File: src/hdl/memPkg.sv
package memPkg;

    // issue width of the pipeline
    localparam int SLOTS = 2;

    // bytes per data word
    localparam int BYTE_LANES = 4;

    // on-chip data RAM geometry
    localparam int RAM_WORDS = 256;
    // word index comes from addr[9:2]
    localparam int RAM_INDEX_BITS = 8;

    typedef logic u1;
    typedef logic [31:0] wordT;
    typedef logic [BYTE_LANES-1:0] strobeT;

    // access width in bytes
    typedef enum logic [1:0] {
        MSIZE1 = 2'b00,
        MSIZE2 = 2'b01,
        MSIZE4 = 2'b10
    } msizeT;

    // exception class carried from decode
    typedef enum logic [1:0] {
        CNONE     = 2'b00,
        EXCEPTION = 2'b01,
        ERET      = 2'b10
    } ctypeT;

    typedef struct packed {
        ctypeT ctype;
    } cp0CtlT;

    // per-instruction control flags
    typedef struct packed {
        u1     regwrite;
        u1     memtoreg;
        u1     memwrite;
        u1     lowrite;
        u1     hiwrite;
        u1     cp0write;
        msizeT msize;
        // sign extension for lb/lh
        u1     loadSigned;
    } ctlT;

    // record coming out of execute
    typedef struct packed {
        u1          valid;
        wordT       pc;
        logic [4:0] rdst;
        ctlT        ctl;
        cp0CtlT     cp0Ctl;
        // instruction sits in a delay slot
        u1          isSlot;
        // effective address or alu result
        wordT       aluOut;
        // store data
        wordT       srcb;
    } executeDataT;

    // record leaving memory, ctl may be squashed
    typedef struct packed {
        u1          valid;
        wordT       pc;
        logic [4:0] rdst;
        ctlT        ctl;
        cp0CtlT     cp0Ctl;
        u1          isSlot;
        wordT       aluOut;
        wordT       srcb;
    } memoryDataT;

    // data bus request, strobe zero means read
    typedef struct packed {
        u1      valid;
        wordT   addr;
        msizeT  size;
        strobeT strobe;
        wordT   data;
    } dbusReqT;

    // record into writeback
    typedef struct packed {
        u1          valid;
        wordT       pc;
        logic [4:0] rdst;
        u1          regwrite;
        wordT       result;
    } writebackDataT;

    // exception or eret both redirect the pipe
    function automatic u1 isTrap(cp0CtlT cp0Ctl);
        return (cp0Ctl.ctype == EXCEPTION) || (cp0Ctl.ctype == ERET);
    endfunction

endpackage

File: src/hdl/loadAlign.sv
`timescale 1ns/1ps

module loadAlign import memPkg::*; (
    input  logic                       clk,
    input  logic                       rstN,
    input  memoryDataT    [SLOTS-1:0]  dataE2,
    input  wordT          [SLOTS-1:0]  rdata,
    output writebackDataT [SLOTS-1:0]  dataW
);

    // control bits of the stage register
    u1 [SLOTS-1:0] validQ;
    u1 [SLOTS-1:0] regwriteQ;

    // payload of the stage register
    memoryDataT [SLOTS-1:0] recQ;

    // pick the addressed byte or halfword and extend it
    function automatic wordT extendLoad(wordT word, logic [1:0] low, msizeT size,
                                        u1 signedLoad);
        logic [7:0]  loadByte;
        logic [15:0] loadHalf;
        loadByte = word[{low, 3'b000} +: 8];
        // halfword loads use bit 1 only
        loadHalf = low[1] ? word[31:16] : word[15:0];
        case (size)
            MSIZE1: begin
                return signedLoad ? {{24{loadByte[7]}}, loadByte} : {24'b0, loadByte};
            end
            MSIZE2: begin
                return signedLoad ? {{16{loadHalf[15]}}, loadHalf} : {16'b0, loadHalf};
            end
            default: begin
                return word;
            end
        endcase
    endfunction

    always_ff @(posedge clk or negedge rstN) begin
        if (!rstN) begin
            validQ    <= '0;
            regwriteQ <= '0;
        end else begin
            for (int s = 0; s < SLOTS; s++) begin
                validQ[s]    <= dataE2[s].valid;
                regwriteQ[s] <= dataE2[s].valid && dataE2[s].ctl.regwrite;
            end
        end
    end

    // address, size and result source travel with the ram read
    always_ff @(posedge clk) begin
        recQ <= dataE2;
    end

    for (genvar i = 0; i < SLOTS; i++) begin : gSlot
        always_comb begin
            dataW[i].valid    = validQ[i];
            dataW[i].pc       = recQ[i].pc;
            dataW[i].rdst     = recQ[i].rdst;
            dataW[i].regwrite = regwriteQ[i];
            // load data or plain alu result
            if (recQ[i].ctl.memtoreg) begin
                dataW[i].result = extendLoad(rdata[i], recQ[i].aluOut[1:0],
                                             recQ[i].ctl.msize, recQ[i].ctl.loadSigned);
            end else begin
                dataW[i].result = recQ[i].aluOut;
            end
        end
    end

endmodule

File: config.mk
export PLATFORM = sky130hd
export DESIGN_NAME = loadAlign
export DESIGN_NICKNAME = d
export VERILOG_FILES = /design/src/hdl/memPkg.sv /design/src/hdl/loadAlign.sv
export SDC_FILE = /design/constraint.sdc
export NUM_CORES = 1
export LEC_CHECK = 0
export BUFFER_PORTS_ARGS = -buffer_cell sky130_fd_sc_hd__buf_4
export CAP_MARGIN = 40
export CORE_AREA = 3 3 170 172
export DETAILED_ROUTE_END_ITERATION = 10
export DIE_AREA = 0 0 173 175
export SYNTH_ARGS = -nofsm -noshare
export SYNTH_HDL_FRONTEND = slang
export SYNTH_SLANG_ARGS = --single-unit
File: constraint.sdc
create_clock -name clk -period 2 [get_ports clk]
set_input_delay 0.2 -clock clk [delete_from_list [all_inputs] [get_ports clk]]
set_output_delay 0.2 -clock clk [all_outputs]
set_load 0.01 [all_outputs]
==> metrics.md <==
| Metric | Value |
|---|---|
| FFs w/ async S/R, synth | `2.667%` |
| Core area | `approximately 28000 um^2` |
| Post-route setup slack | `-272.6 ps` |
| Drt drc | `0` |
| Cell area power density | `758.0 nW/um^2` |
| Syn Nets | `768` |
| Top cells by area, synth | `dfxtp_1, buf_4, a221o_1` |
| Final GP Congestion | `between 0.8 and 0.9` |
| First-pass GRT wire length | `34020 um` |
| Die height | `about 180 um` |
| Iter 0 DRT Violations | `195` |
| DRT antenna net count | `0` |
| CP endpoint | `dataW[16]` |
| Mean post-synth cell area | `about 11 um^2` |
| Worst setup startpoint | `recQ[33]$_DFF_P_` |
| Crit Path Class | `flop to output pin` |
| HPWL after DPL | `16000 um` |
| Vias in the first global route | `5901` |
| Part of the cycle the worst path needs | `113.6%` |
| Critical-path top delay cell | `dfxtp_4` |
| H-tree depth | `4` |
| Setup violators final | `between 60 and 70` |
| Post-synth EDFFs | `0` |
| Final hold vios | `0` |
| TritonCTS Buffers | `17` |
| Grt met1 use | `17.01%` |
| CTS tree | `done` |
| Sequential fraction of the synthesis area | `~58%` |
| # fillers | `2659` |
| Fin area | `~11000 um^2` |
| Commonest cells post-synth | `dfxtp_1, buf_4, a221o_1` |
| Largest net degree at the start of global routing | `22` |
| Slew headroom | `72.20%` |
| Vias/cell | `slightly above 4` |
| Synth area leader | `dfxtp_1` |
| CTS Sinks | `150` |
| Most used flip-flop cell after synthesis | `dfxtp_1` |
| Yosys warning count | `0` |
| Critical Path AT | `just over 2000 ps` |
| Vias | `5482` |
| DR WL/cell | `approximately 17 um` |
| Static Leak | `approximately 5 nW` |
| Drt pass-1 iters | `4` |
| Clock root cell | `clkbuf_16` |
| Slew of the pin with the lowest slew margin | `415.1 ps` |
| Placed cell area | `8026 um^2` |
| CP max FO | `5` |
| CP startpoint kind | `flop` |
| Layout cells sized above 1 | `55.04%` |
| Row cnt | `61` |
| CP required | `between 1500 and 2000 ps` |
| Final non-filler cell total | `1352` |
| Gr busiest metal | `met2` |
| Grt ovf | `0` |
| Port bufs | `approximately 360` |
| Nets | `1253` |
| Total of max-cap violations | `0` |
| M2 GR Usage | `25.32%` |
| Highest clock rate | `440.0 MHz` |
| Synth top area share | `55.73%` |
| Count leader, synth | `dfxtp_1` |
| RSZ-0062 raised after global routing | `yes` |
| Crit path time final | `between 2000 and 2500 ps` |
| VDD IR-drop max | `499.7 uV` |
| Die W | `173 um` |
| CP endpoint kind | `output pin` |
| Distinct cells, synth | `41` |
| Hold Slack | `~86 ps` |
| CP Cell Sequence | `mux2i_2 -> a21oi_1 -> o2111a_2 -> buf_12 -> buf_6 -> a221o_1 -> buf_6` |
| Most frequent CP cell | `buf_6` |
| Clk pin slew, worst setup/hold paths | `80 ps` |
| Placed cells | `between 1k and 1.5k` |
| Starting Density | `18.98%` |
| Die area | `30280 um^2` |
| Area Overhead vs Synth | `109.0%` |
| DRT Wirelength | `22730 um` |
| Hold Path Class | `input port to async pin` |
| Status | `finished, violations left` |
| Max clock buf depth | `2` |
| Post-Syn Area | `5245 um^2` |
| CP max stage delay | `390 ps` |
| Mapped Cells | `474` |
| Initial antenna violation count | `2` |
| IO Count | `436` |
| Fin. max-slew vios | `0` |
| Overall routing resource usage | `14.46%` |
| Failing checks | `setup timing` |
| Global-route met3 utilization | `under 10%` |
| Synthesized flop and latch total | `150` |
| Setup TNS | `-11790 ps` |
## worst min path at each step
stage	startpoint	end	slack (ps)	cells past startpoint
2_1_floorplan	rstN	regwriteQ[0]$_DFF_PN0_	-100	0
3_3_place_gp	rstN	validQ[0]$_DFF_PN0_	-5	1
3_5_place_dp	rstN	regwriteQ[0]$_DFF_PN0_	-2	1
4_1_cts	rstN	validQ[0]$_DFF_PN0_	60	2
5_1_grt	rstN	regwriteQ[0]$_DFF_PN0_	60	2
6_report	rstN	regwriteQ[1]$_DFF_PN0_	90	2
## flip-flops by register name, summed over array words and instances, names as in the netlist
name	cells
recQ	72
validQ	2
dataW	74
regwriteQ	2
## cell type report
class	instances	area, um^2	share of cell area [%]
Antenna cell	2	5.005	0.04565
Clock buffer	17	425.4	3.880
Clock inverter	15	196.4	1.792
Inverter	13	58.81	0.5364
Multi-Input combinational cell	212	1893	17.27
Sequential cell	150	3035	27.69
Tap cell	378	473.0	4.314
Timing Repair Buffer	565	4876	44.48
## cells by family after synthesis
family,count (synthesis),share of synthesized area (%)
and+or+nand+nor,71,6.488
buffers and inverters,112,13.64
muxes,20,4.389
AOI/OAI and AO/OA,121,17.84
DFF,150,57.63
## per-stage QoR
step	total power, mW	setup WS (ps)	util (%)
CTS	8.381	-261.7	38.88
finish	8.310	-272.6	39.68
global route	8.663	-348.9	39.68
detailed placement	4.504	-0.07649	29.05
floorplan	3.784	189.2	-
global placement	4.493	18.06	29.05
## layout by cell type (no fill, tap or decap), types with 7 or more instances in the layout
| cell | n |
|---|---|
| buf_4 | 355 |
| o22ai_1 | 16 |
| o21a_1 | 10 |
| nor2_1 | 10 |
| buf_6 | 55 |
| inv_1 | 8 |
| a21oi_2 | 12 |
| mux2_4 | 8 |
| clkbuf_16 | 17 |
| nor3_1 | 8 |
| dfxtp_1 | 140 |
| o21ai_0 | 7 |
| a221o_1 | 26 |
| nand2_1 | 18 |
| dlygate4sd3_1 | 151 |
## report_power, final
part | internal, mW | switching (mW)
combinational | 1.03 | 0.656
sequential | 3.15 | 0.0680
clock | 1.82 | 1.58
total | 6.00 | 2.31
## routing by layer
layer	routed length, um	vias up
met5	0	-
met4	497	0
met3	1841	32
met2	11600	272
met1	8789	2591
li1	-	2587
## worst max-delay path, delay by kind of cell (launching register included)
| family | cells | cell delay, ps |
|---|---|---|
| AO/OA/AOI/OAI | 3 | 620 |
| buffers and inverters | 3 | 390 |
| flip-flops | 1 | 390 |
| multiplexers | 1 | 250 |
## timing repair
| item | CTS | global route |
|---|---|---|
| endpoints found under the hold margin | 154 | 0 |
| gates cloned | 0 | 1 |
| gates resized for setup | 121 | 41 |
| buffers inserted | 17 | 5 |
| hold buffers | 151 | 0 |
| pin swaps | 37 | 16 |
| endpoints found under the setup margin | 64 | 64 |
No activity file was read; power rests on OpenSTA's default activity.
