**config.mk**
```make
export PLATFORM = sky130hd
export DESIGN_NAME = memRequest
export DESIGN_NICKNAME = d
export VERILOG_FILES = /design/src/hdl/memPkg.sv /design/src/hdl/memRequest.sv /design/src/hdl/storeFormat.sv
export SDC_FILE = /design/constraint.sdc
export NUM_CORES = 1
export LEC_CHECK = 0
export BUFFER_PORTS_ARGS = -buffer_cell sky130_fd_sc_hd__clkbuf_2
export CAP_MARGIN = 25
export CORE_AREA = 4 4 232 234
export DETAILED_ROUTE_END_ITERATION = 10
export DIE_AREA = 0 0 236 238
export PLACE_DENSITY = 0.33
export SLEW_MARGIN = 5
export SYNTH_ARGS = -nofsm -noshare
export SYNTH_HDL_FRONTEND = slang
export SYNTH_SLANG_ARGS = --single-unit
```
**constraint.sdc**
```tcl
create_clock -name vclk -period 1.1
set_input_delay 0.22 -clock vclk [all_inputs]
set_output_delay 0.22 -clock vclk [all_outputs]
set_load 0.05 [all_outputs]
```
**src/hdl/memPkg.sv**
```systemverilog
package memPkg;

    // issue width of the pipeline
    localparam int SLOTS = 2;

    // bytes per data word
    localparam int BYTE_LANES = 4;

    // on-chip data RAM geometry
    localparam int RAM_WORDS = 256;
    // word index comes from addr[9:2]
    localparam int RAM_INDEX_BITS = 8;

    typedef logic u1;
    typedef logic [31:0] wordT;
    typedef logic [BYTE_LANES-1:0] strobeT;

    // access width in bytes
    typedef enum logic [1:0] {
        MSIZE1 = 2'b00,
        MSIZE2 = 2'b01,
        MSIZE4 = 2'b10
    } msizeT;

    // exception class carried from decode
    typedef enum logic [1:0] {
        CNONE     = 2'b00,
        EXCEPTION = 2'b01,
        ERET      = 2'b10
    } ctypeT;

    typedef struct packed {
        ctypeT ctype;
    } cp0CtlT;

    // per-instruction control flags
    typedef struct packed {
        u1     regwrite;
        u1     memtoreg;
        u1     memwrite;
        u1     lowrite;
        u1     hiwrite;
        u1     cp0write;
        msizeT msize;
        // sign extension for lb/lh
        u1     loadSigned;
    } ctlT;

    // record coming out of execute
    typedef struct packed {
        u1          valid;
        wordT       pc;
        logic [4:0] rdst;
        ctlT        ctl;
        cp0CtlT     cp0Ctl;
        // instruction sits in a delay slot
        u1          isSlot;
        // effective address or alu result
        wordT       aluOut;
        // store data
        wordT       srcb;
    } executeDataT;

    // record leaving memory, ctl may be squashed
    typedef struct packed {
        u1          valid;
        wordT       pc;
        logic [4:0] rdst;
        ctlT        ctl;
        cp0CtlT     cp0Ctl;
        u1          isSlot;
        wordT       aluOut;
        wordT       srcb;
    } memoryDataT;

    // data bus request, strobe zero means read
    typedef struct packed {
        u1      valid;
        wordT   addr;
        msizeT  size;
        strobeT strobe;
        wordT   data;
    } dbusReqT;

    // record into writeback
    typedef struct packed {
        u1          valid;
        wordT       pc;
        logic [4:0] rdst;
        u1          regwrite;
        wordT       result;
    } writebackDataT;

    // exception or eret both redirect the pipe
    function automatic u1 isTrap(cp0CtlT cp0Ctl);
        return (cp0Ctl.ctype == EXCEPTION) || (cp0Ctl.ctype == ERET);
    endfunction

endpackage

```
**src/hdl/memRequest.sv**
```systemverilog
`timescale 1ns/1ps

module memRequest import memPkg::*; (
    input  executeDataT [SLOTS-1:0] dataE,
    output dbusReqT     [SLOTS-1:0] dreq,
    output memoryDataT  [SLOTS-1:0] dataE2,
    output u1                       excpM
);

    // store lanes per slot
    wordT   [SLOTS-1:0] laneData;
    strobeT [SLOTS-1:0] laneStrobe;

    // a trap in older slot 1 kills younger slot 0
    u1 squashYoung;

    assign squashYoung = dataE[1].valid && isTrap(dataE[1].cp0Ctl);

    for (genvar i = 0; i < SLOTS; i++) begin : gSlot

        storeFormat storeFmt (
            .addrLow   (dataE[i].aluOut[1:0]),
            .storeData (dataE[i].srcb),
            .size      (dataE[i].ctl.msize),
            .laneData  (laneData[i]),
            .strobe    (laneStrobe[i])
        );

        // record copy into the memory stage
        always_comb begin
            dataE2[i].valid  = dataE[i].valid;
            dataE2[i].pc     = dataE[i].pc;
            dataE2[i].rdst   = dataE[i].rdst;
            dataE2[i].ctl    = dataE[i].ctl;
            dataE2[i].cp0Ctl = dataE[i].cp0Ctl;
            dataE2[i].isSlot = dataE[i].isSlot;
            dataE2[i].aluOut = dataE[i].aluOut;
            dataE2[i].srcb   = dataE[i].srcb;
            // drop every architectural side effect of a squashed slot
            if (i == 0 && squashYoung) begin
                dataE2[i].ctl.regwrite = 1'b0;
                dataE2[i].ctl.memtoreg = 1'b0;
                dataE2[i].ctl.memwrite = 1'b0;
                dataE2[i].ctl.lowrite  = 1'b0;
                dataE2[i].ctl.hiwrite  = 1'b0;
                dataE2[i].ctl.cp0write = 1'b0;
            end
        end

        // one bus request per cycle and never held
        always_comb begin
            dreq[i] = '0;
            if (dataE[i].valid && !(i == 0 && squashYoung)) begin
                if (dataE[i].ctl.memtoreg) begin
                    // load requests carry a zero strobe
                    dreq[i].valid = 1'b1;
                    dreq[i].addr  = dataE[i].aluOut;
                    dreq[i].size  = dataE[i].ctl.msize;
                end else if (dataE[i].ctl.memwrite) begin
                    dreq[i].valid  = 1'b1;
                    dreq[i].addr   = dataE[i].aluOut;
                    dreq[i].size   = dataE[i].ctl.msize;
                    dreq[i].strobe = laneStrobe[i];
                    dreq[i].data   = laneData[i];
                end
            end
        end

    end

    // either valid slot trapping redirects fetch
    assign excpM = (dataE[1].valid && isTrap(dataE[1].cp0Ctl))
                || (dataE[0].valid && isTrap(dataE[0].cp0Ctl));

endmodule

```
**src/hdl/storeFormat.sv**
```systemverilog
`timescale 1ns/1ps

module storeFormat import memPkg::*; (
    input  logic [1:0] addrLow,
    input  wordT       storeData,
    input  msizeT      size,
    output wordT       laneData,
    output strobeT     strobe
);

    // byte data is copied to every lane so the strobe alone picks the target
    always_comb begin
        case (size)
            MSIZE1: begin
                laneData = {4{storeData[7:0]}};
            end
            MSIZE2: begin
                laneData = {2{storeData[15:0]}};
            end
            default: begin
                laneData = storeData;
            end
        endcase
    end

    // strobe from address low bits
    always_comb begin
        case (size)
            MSIZE1: begin
                // one lane per byte offset
                strobe = strobeT'(4'b0001 << addrLow);
            end
            MSIZE2: begin
                // upper or lower halfword, bit 0 ignored
                if (addrLow[1]) begin
                    strobe = 4'b1100;
                end else begin
                    strobe = 4'b0011;
                end
            end
            default: begin
                // full word
                strobe = 4'b1111;
            end
        endcase
    end

endmodule

```
==> impl_metrics.toml, run 1 <==
[status]
status = "finished, violations left"
violations = "setup timing"

[timing]
min_period_ns = 1.72
slew_violations = 0
rsz0062_at_grt = "yes"
setup_viol = 149
hold_slack_ns = 0.440
fmax_mhz = 583
maxSlewHeadroom_pct = 73.5
tns_ns = -54.70
worst_slack_ns = -0.617
min_period_over_period_pct = 156
hold_viol = 0
max_slew.worst_pin.slew_ns = 0.396

[floorplanning]
start_util_pct = 6.58
die_h_um = 238
fp.coreArea_mm2 = 0.0520
row_count = 84
dieWidth_um = 236
io_pins = 599
fp.dieArea_mm2 = 0.0562

[pwr]
pwr-share-seq_pct = 0
combPwrFrac_pct = 100.0
switching_share_pct = 60.0
p_total_mw = 5.04
leakage_nw = 4.11
cellPowerDensity_mw_per_mm2 = 563
p_int_mw = 2.02
clock_power_share_pct = 0
vdd_drop_max_mv = 0.194
switchingPower_mw = 3.02

[synthesis]
synth_top_area_share_pct = 49.1
syn_avg_cell_area_um2 = 6.81
synth_cell_types = 29
netlist_area_mm2 = 0.00343
syn-num-nets = 731
synth_top_area_cell = "buf_4"
ys_warn_count = 0
synthTopCellsByArea = "buf_4 49%, and2_1 14%, mux2i_1 7.0%"
syn_inst = 503
yosysSeqAreaShare_pct = 0

[layout]
ff_latch_area_um2 = 0
fin_util_pct = 17.2
fillers = 5859
seq_cell_count = 0
diodes = 0
multi_input_area_mm2 = 0.00254
nNetsFinal = 1038
layout_common_cells = "271 x clkbuf_2, 99 x buf_12, 80 x buf_4, 79 x and2_4"
finalNonFillerCells = 1496
area_delta_synth_final_pct = 161
drive_above_1_share_pct = 92.6
final_cell_area_mm2 = 0.00895
num-clock-buffers = 0
final_common_cell = "clkbuf_2"

[hold_path]
min_from = "dataE[194]"
worstHoldPathType = "input port to output port"
whs_path_depth = 0
holdPathEnd = "dataE2[194]"

[critical_path]
critical_path.max_fanout = 8
criticalPathCategory = "input port to output port"
crit_arrival_ns = 1.50
required_ns = 0.88
path_cells = "buf_6 -> nand3b_1 -> a21o_4 -> buf_12 -> buf_6 -> a21oi_4 -> buf_12"
slowest_stage = "a21o_4"
crit_family = "buffers and inverters"
cp_num_buf_inv = 4
startpoint_type = "input port"
critPathMaxStageDelay_ns = 0.32
endpoint_kind = "output port"

[route]
firstDrtPassIters = 4
via_per_inst = 2.84
postRouteWirelength_um = 21700
ant_nets = 0
wire_per_inst_um = 14.5
drt_iter0_drc = 44
drc_errors = 0
via_count = 4256

[placement]
postPlaceCellArea_mm2 = 0.00763
post-place-ws_ns = -0.716
dp_hpwl_um = 18400
gp_congestion = 0.768
port_buffers = 435
dp_cells = 1480

[flow_run]
drv_cap = 0

[grt]
overflow = 0
grt_max_degree = 19
antenna_found_initial = 0
grt_pass1_vias = 4507
groute.usage.overall_pct = 6.91
grt_pass1_wl_um = 30000

[cts]
hold_buffers = 0
[cells in the mapped netlist (all sizes together) (2+ instances only)]
library cell,number
a211oi,2
nand3b,2
a21oi,30
buf,235
mux2i,24
xor2,2
nor2,30
clkbuf,8
nand2,43
and2,90
o21ai,11
mux2,16
nor3,2
[cell families (layout without fill, tap and decap cells)]
group,Yosys count,in the layout,share of synthesized area [%]
XOR/XNOR,2,2,0.731
multiplexers,40,40,12.3
AO/OA/AOI/OAI,45,45,7.41
AND/OR/NAND/NOR,171,171,26.7
buffers and inverters,245,550,52.9
[area by class of cell]
type                            instances  share of cell area [%]
Timing Repair Buffer                  548                    61.9
Multi-Input combinational cell        258                    28.4
Tap cell                              688                    9.61
Inverter                                2                   0.126
[per-layer routing]
metal | track usage [%] | vias to the layer above | routed length (um)
li1 | - | 1999 | -
met1 | 8.14 | 1934 | 8180
met2 | 12.5 | 277 | 11000
met3 | 1.39 | 46 | 1640
met4 | 2.42 | 0 | 927
met5 | 0 | - | 0
[worst max path at each step]
stage,cells after the start,startpoint,endpoint
floorplan,4,dataE[180],dreq[32]
global placement,6,dataE[68],dreq[29]
detailed placement,6,dataE[68],dreq[29]
CTS,7,dataE[74],dreq[9]
global route,7,dataE[74],dreq[9]
finish,7,dataE[74],dreq[9]
[power by group through the flow]
| stage | clock (mW) | combinational, mW | sequential [mW] |
|---|---|---|---|
| floorplan | 0 | 3.89 | 0 |
| global placement | 0 | 4.56 | 0 |
| detailed placement | 0 | 4.54 | 0 |
| CTS | 0 | 5.04 | 0 |
| global route | 0 | 5.25 | 0 |
| finish | 0 | 5.04 | 0 |
[what timing repair did]
action	CTS	global route
endpoints found under the setup margin	150	149
pin swaps	30	21
setup buffers	8	6
gates resized for setup	205	68
cloned	8	1
hold endpoints to repair	0	0
(Power assumes the default switching activity.)
==> inputs of run 2 (changes only) <==
Settings changed: PLACE_DENSITY 0.33 to default.
==> impl_metrics.toml, run 2 (synthesis gave the netlist of run 1 again) <==
[status]
status = "finished, violations left"
violations = "setup timing"

[critical_path]
endpoint_kind = "output port"
critical_path.max_fanout = 5
crit_arrival_ns = 1.47
critical_path.startpoint = "dataE[179]"
startpoint_type = "input port"
criticalPathCategory = "input port to output port"
required_ns = 0.88

[timing]
slew_violations = 0
rsz0062_at_grt = "yes"
min_period_over_period_pct = 154
min_period_ns = 1.69
setup_viol = 150
hold_viol = 0
max_slew.worst_pin.slew_ns = 0.385
tns_ns = -67.11
maxSlewHeadroom_pct = 74.3
fmax_mhz = 591
worst_slack_ns = -0.591

[floorplanning]
row_count = 84
io_pins = 599
die_h_um = 238
fp.dieArea_mm2 = 0.0562
fp.coreArea_mm2 = 0.0520
dieWidth_um = 236
start_util_pct = 6.58

[hold_path]
holdPathEnd = "dataE2[209]"
whs_path_depth = 0
worstHoldPathType = "input port to output port"
min_from = "dataE[209]"

[layout]
final_cell_area_mm2 = 0.00924
nNetsFinal = 1051
num-clock-buffers = 0
area_delta_synth_final_pct = 170
final_common_cell = "clkbuf_2"
finalNonFillerCells = 1510
drive_above_1_share_pct = 91.0
seq_cell_count = 0
fillers = 5700
layout_common_cells = "271 x clkbuf_2, 85 x and2_4, 79 x buf_4, 66 x buf_8, 59 x buf_12"
ff_latch_area_um2 = 0

[flow_run]
drv_cap = 0

[pwr]
cellPowerDensity_mw_per_mm2 = 564
leakage_nw = 4.25
vdd_drop_max_mv = 0.208

[grt]
groute.usage.overall_pct = 7.53
overflow = 0
met1_usage_pct = 8.79
antenna_found_initial = 2
grt_max_degree = 36
use_met3_pct = 1.99
grt_pass1_vias = 4532
grt_pass1_wl_um = 32100
globalRouteMet2Util_pct = 13.6
grt-busiest-layer = "met2"

[placement]
dp_cells = 1487
postPlaceCellArea_mm2 = 0.00705
dp_hpwl_um = 18600
gp_congestion = 0.755
port_buffers = 435

[route]
postRouteWirelength_um = 24600
drc_errors = 0
ant_nets = 0
wire_per_inst_um = 16.3
drt_iter0_drc = 92
via_count = 4401
via_per_inst = 2.91
firstDrtPassIters = 5

[cts]
hold_buffers = 0
[run 2: per-layer routing]
layer,vias to the layer above,wire length [um]
met4,2,851
met2,292,12200
met1,2013,9450
met3,58,2120
met5,-,13
li1,2036,-
[run 2: critical path: stages]
cell,delay (ns)
clkbuf_16,0.13
xor2_4,0.20
buf_6,0.15
a21o_4,0.27
buf_12,0.16
nor3_4,0.16
buf_8,0.18
[run 2: area by class of cell]
type	count	area (um^2)	area share, %
inverters	2	7.51	0.0812
multi-input cells	259	2450	26.5
well taps	688	861	9.32
diodes	1	2.50	0.0271
repair buffers	560	5920	64.1
[run 2: through the flow]
stage               hold slack [ns]  setup slack, ns  utilization, %  power (mW)
floorplan                     0.544           -0.327               -        3.89
global placement              0.440           -0.728            13.6        4.29
detailed placement            0.440           -0.741            13.6        4.30
CTS                           0.440           -0.620            17.3        5.07
global route                  0.440           -0.640            17.8        5.42
finish                        0.440           -0.591            17.8        5.21
[run 2: how the worst max path moves through the flow]
| stage | slack, ns | to |
|---|---|---|
| 2_1_floorplan | -0.33 | dreq[32] |
| 3_3_place_gp | -0.73 | dreq[35] |
| 3_5_place_dp | -0.74 | dreq[35] |
| 4_1_cts | -0.62 | dreq[35] |
| 5_1_grt | -0.64 | dreq[35] |
| 6_report | -0.59 | dreq[35] |
[run 2: timing repair]
item | CTS | global route
pin swaps | 40 | 33
cloned | 7 | 8
gates resized for setup | 325 | 78
setup buffers | 8 | 1
endpoints found under the setup margin | 151 | 152
[run 2: power by group]
| group | total, mW | internal (mW) | switching (mW) | leakage (nW) |
|---|---|---|---|---|
| clock | 0.000000122 | 0.000000122 | 0 | 0.00000634 |
| sequential | 0 | 0 | 0 | 0 |
| combinational | 5.21 | 2.12 | 3.09 | 4.25 |
| total | 5.21 | 2.12 | 3.09 | 4.25 |
==> inputs of run 3 (changes only) <==
Settings changed: ABC_AREA from default to 1, CORE_AREA 4 4 232 234 to 2 2 230 232, DIE_AREA 0 0 236 238 to 0 0 232 234, TNS_END_PERCENT from default to 5.
==> impl_metrics.toml, run 3 <==
[critical_path]
startpoint_type = "input port"
criticalPathCategory = "input port to output port"
critPathMaxStageDelay_ns = 0.40
crit_arrival_ns = 1.29
critical_path.startpoint = "dataE[183]"
required_ns = 0.88
path_cells = "clkbuf_2 -> inv_2 -> nand2_4 -> o21ai_1 -> nor2_4 -> buf_12"
cp_num_buf_inv = 3
crit_family = "buffers and inverters"
slowest_stage = "o21ai_1"
endpoint_kind = "output port"
critical_path.max_fanout = 10

[placement]
postPlaceCellArea_mm2 = 0.00722
port_buffers = 435
gp_congestion = 0.800
dp_hpwl_um = 18200

[route]
wire_per_inst_um = 12.9
firstDrtPassIters = 4
drc_errors = 0
via_count = 4863
ant_nets = 0
drt_iter0_drc = 121
postRouteWirelength_um = 20800
via_per_inst = 3.01

[layout]
area_delta_synth_final_pct = 149
drive_above_1_share_pct = 77.4
final_cell_area_mm2 = 0.00856
fillers = 5870
nNetsFinal = 1156
seq_cell_count = 0
layout_common_cells = "280 x clkbuf_2, 130 x nor2_4, 74 x buf_4, 73 x buf_8, 67 x inv_1"
ff_latch_area_um2 = 0
multi_input_area_mm2 = 0.00250
final_common_cell = "clkbuf_2"
num-clock-buffers = 0
diodes = 0

[timing]
fmax_mhz = 664
maxSlewHeadroom_pct = 67.0
tns_ns = -45.33
setup_viol = 149
min_period_over_period_pct = 137
slew_violations = 0
worst_slack_ns = -0.407
rsz0062_at_grt = "yes"
hold_viol = 0
min_period_ns = 1.51
max_slew.worst_pin.slew_ns = 0.490

[floorplanning]
die_h_um = 234
row_count = 84
start_util_pct = 6.61
dieWidth_um = 232
io_pins = 599
fp.dieArea_mm2 = 0.0543
fp.coreArea_mm2 = 0.0520

[synthesis]
synthTopCellsByCount = "226 x buf_4, 146 x nor2_1, 76 x inv_1, 67 x o21ai_0, 52 x nand2_1"
synth_xor_area_share_pct = 0
ys_warn_count = 0
syn_avg_cell_area_um2 = 5.43
synthMuxAreaShare_pct = 0
synth_top_family_by_area = "buffers and inverters"
synth_top_area_cell = "buf_4"
synth_top_area_share_pct = 49.3
synthAdderAreaFrac_pct = 0
synthMostInstantiatedCell = "buf_4"
syn_inst = 633
synth_cell_types = 18
syn-num-nets = 861
synthTopCellsByArea = "buf_4 49%, nor2_1 16%, o21ai_0 9.7%"
synth_simple_gate_area_share_pct = 25.6
synth_compound_area_share_pct = 13.4
yosysSeqAreaShare_pct = 0
netlist_area_mm2 = 0.00344

[cts]
hold_buffers = 0

[flow_run]
drv_cap = 0

[grt]
grt_pass1_wl_um = 28200
grt_max_degree = 37
antenna_found_initial = 0
grt_pass1_vias = 4615
groute.usage.overall_pct = 6.88
overflow = 0

[pwr]
vdd_drop_max_mv = 0.278
leakage_nw = 3.98
cellPowerDensity_mw_per_mm2 = 578

[status]
status = "finished, violations left"
violations = "setup timing"

[hold_path]
worstHoldPathType = "input port to output port"
min_from = "dataE[85]"
run 3: cell types whose count changed after synthesis, moves of 9 or more:
cell / before / now
inv_1: 1 / 76
mux2_2: 16 / 0
a21oi_1: 25 / 12
nor2_1: 29 / 146
mux2i_1: 24 / 0
and2_1: 76 / 0
o21ai_0: 11 / 67
and2_2: 14 / 0
nand2_1: 43 / 52
run 3: final timing paths:
check / end / depth (start not counted) / slack (ns)
max: dreq[80] / 6 / -0.41
min: dataE2[85] / 0 / 0.44
run 3: area by class of cell:
| type | count | share of cell area, % |
|---|---|---|
| Inverter | 81 | 3.77 |
| Multi-Input combinational cell | 306 | 29.2 |
| Tap cell | 688 | 10.1 |
| Timing Repair Buffer | 539 | 57.0 |
run 3: logic make-up after synthesis:
family / after synthesis
AOI/OAI and AO/OA: 90
buffers and inverters: 327
and+or+nand+nor: 216
run 3: layer usage:
metal	global-route usage (%)	up-vias	wire length, um
met5	1.43	-	111
met4	0.781	4	250
met3	2.07	26	2190
met2	12.1	365	9980
met1	8.38	2167	8230
li1	-	2301	-
run 3: what timing repair did:
item / CTS / global route
gates cloned: 1 / 0
pin swaps: 9 / 2
resized for setup: 269 / 98
buffers inserted: 2 / 1
endpoints found under the setup margin: 149 / 149
run 3: per-stage QoR:
step,hold slack (ns),util (%),total power [mW],instances,setup WS (ns)
finish,0.440,16.5,4.95,1614,-0.407
global route,0.440,16.5,5.18,1614,-0.455
CTS,0.440,16.1,4.87,1613,-0.424
detailed placement,0.440,13.9,4.45,1610,-0.532
global placement,0.440,13.9,4.44,1610,-0.527
floorplan,0.534,-,4.01,633,-0.215
run 3: where the power goes:
part | total, mW | switching, mW | internal, mW
Combinational | 4.95 | 3.25 | 1.70
Clock | 0 | 0 | 0
Sequential | 0 | 0 | 0
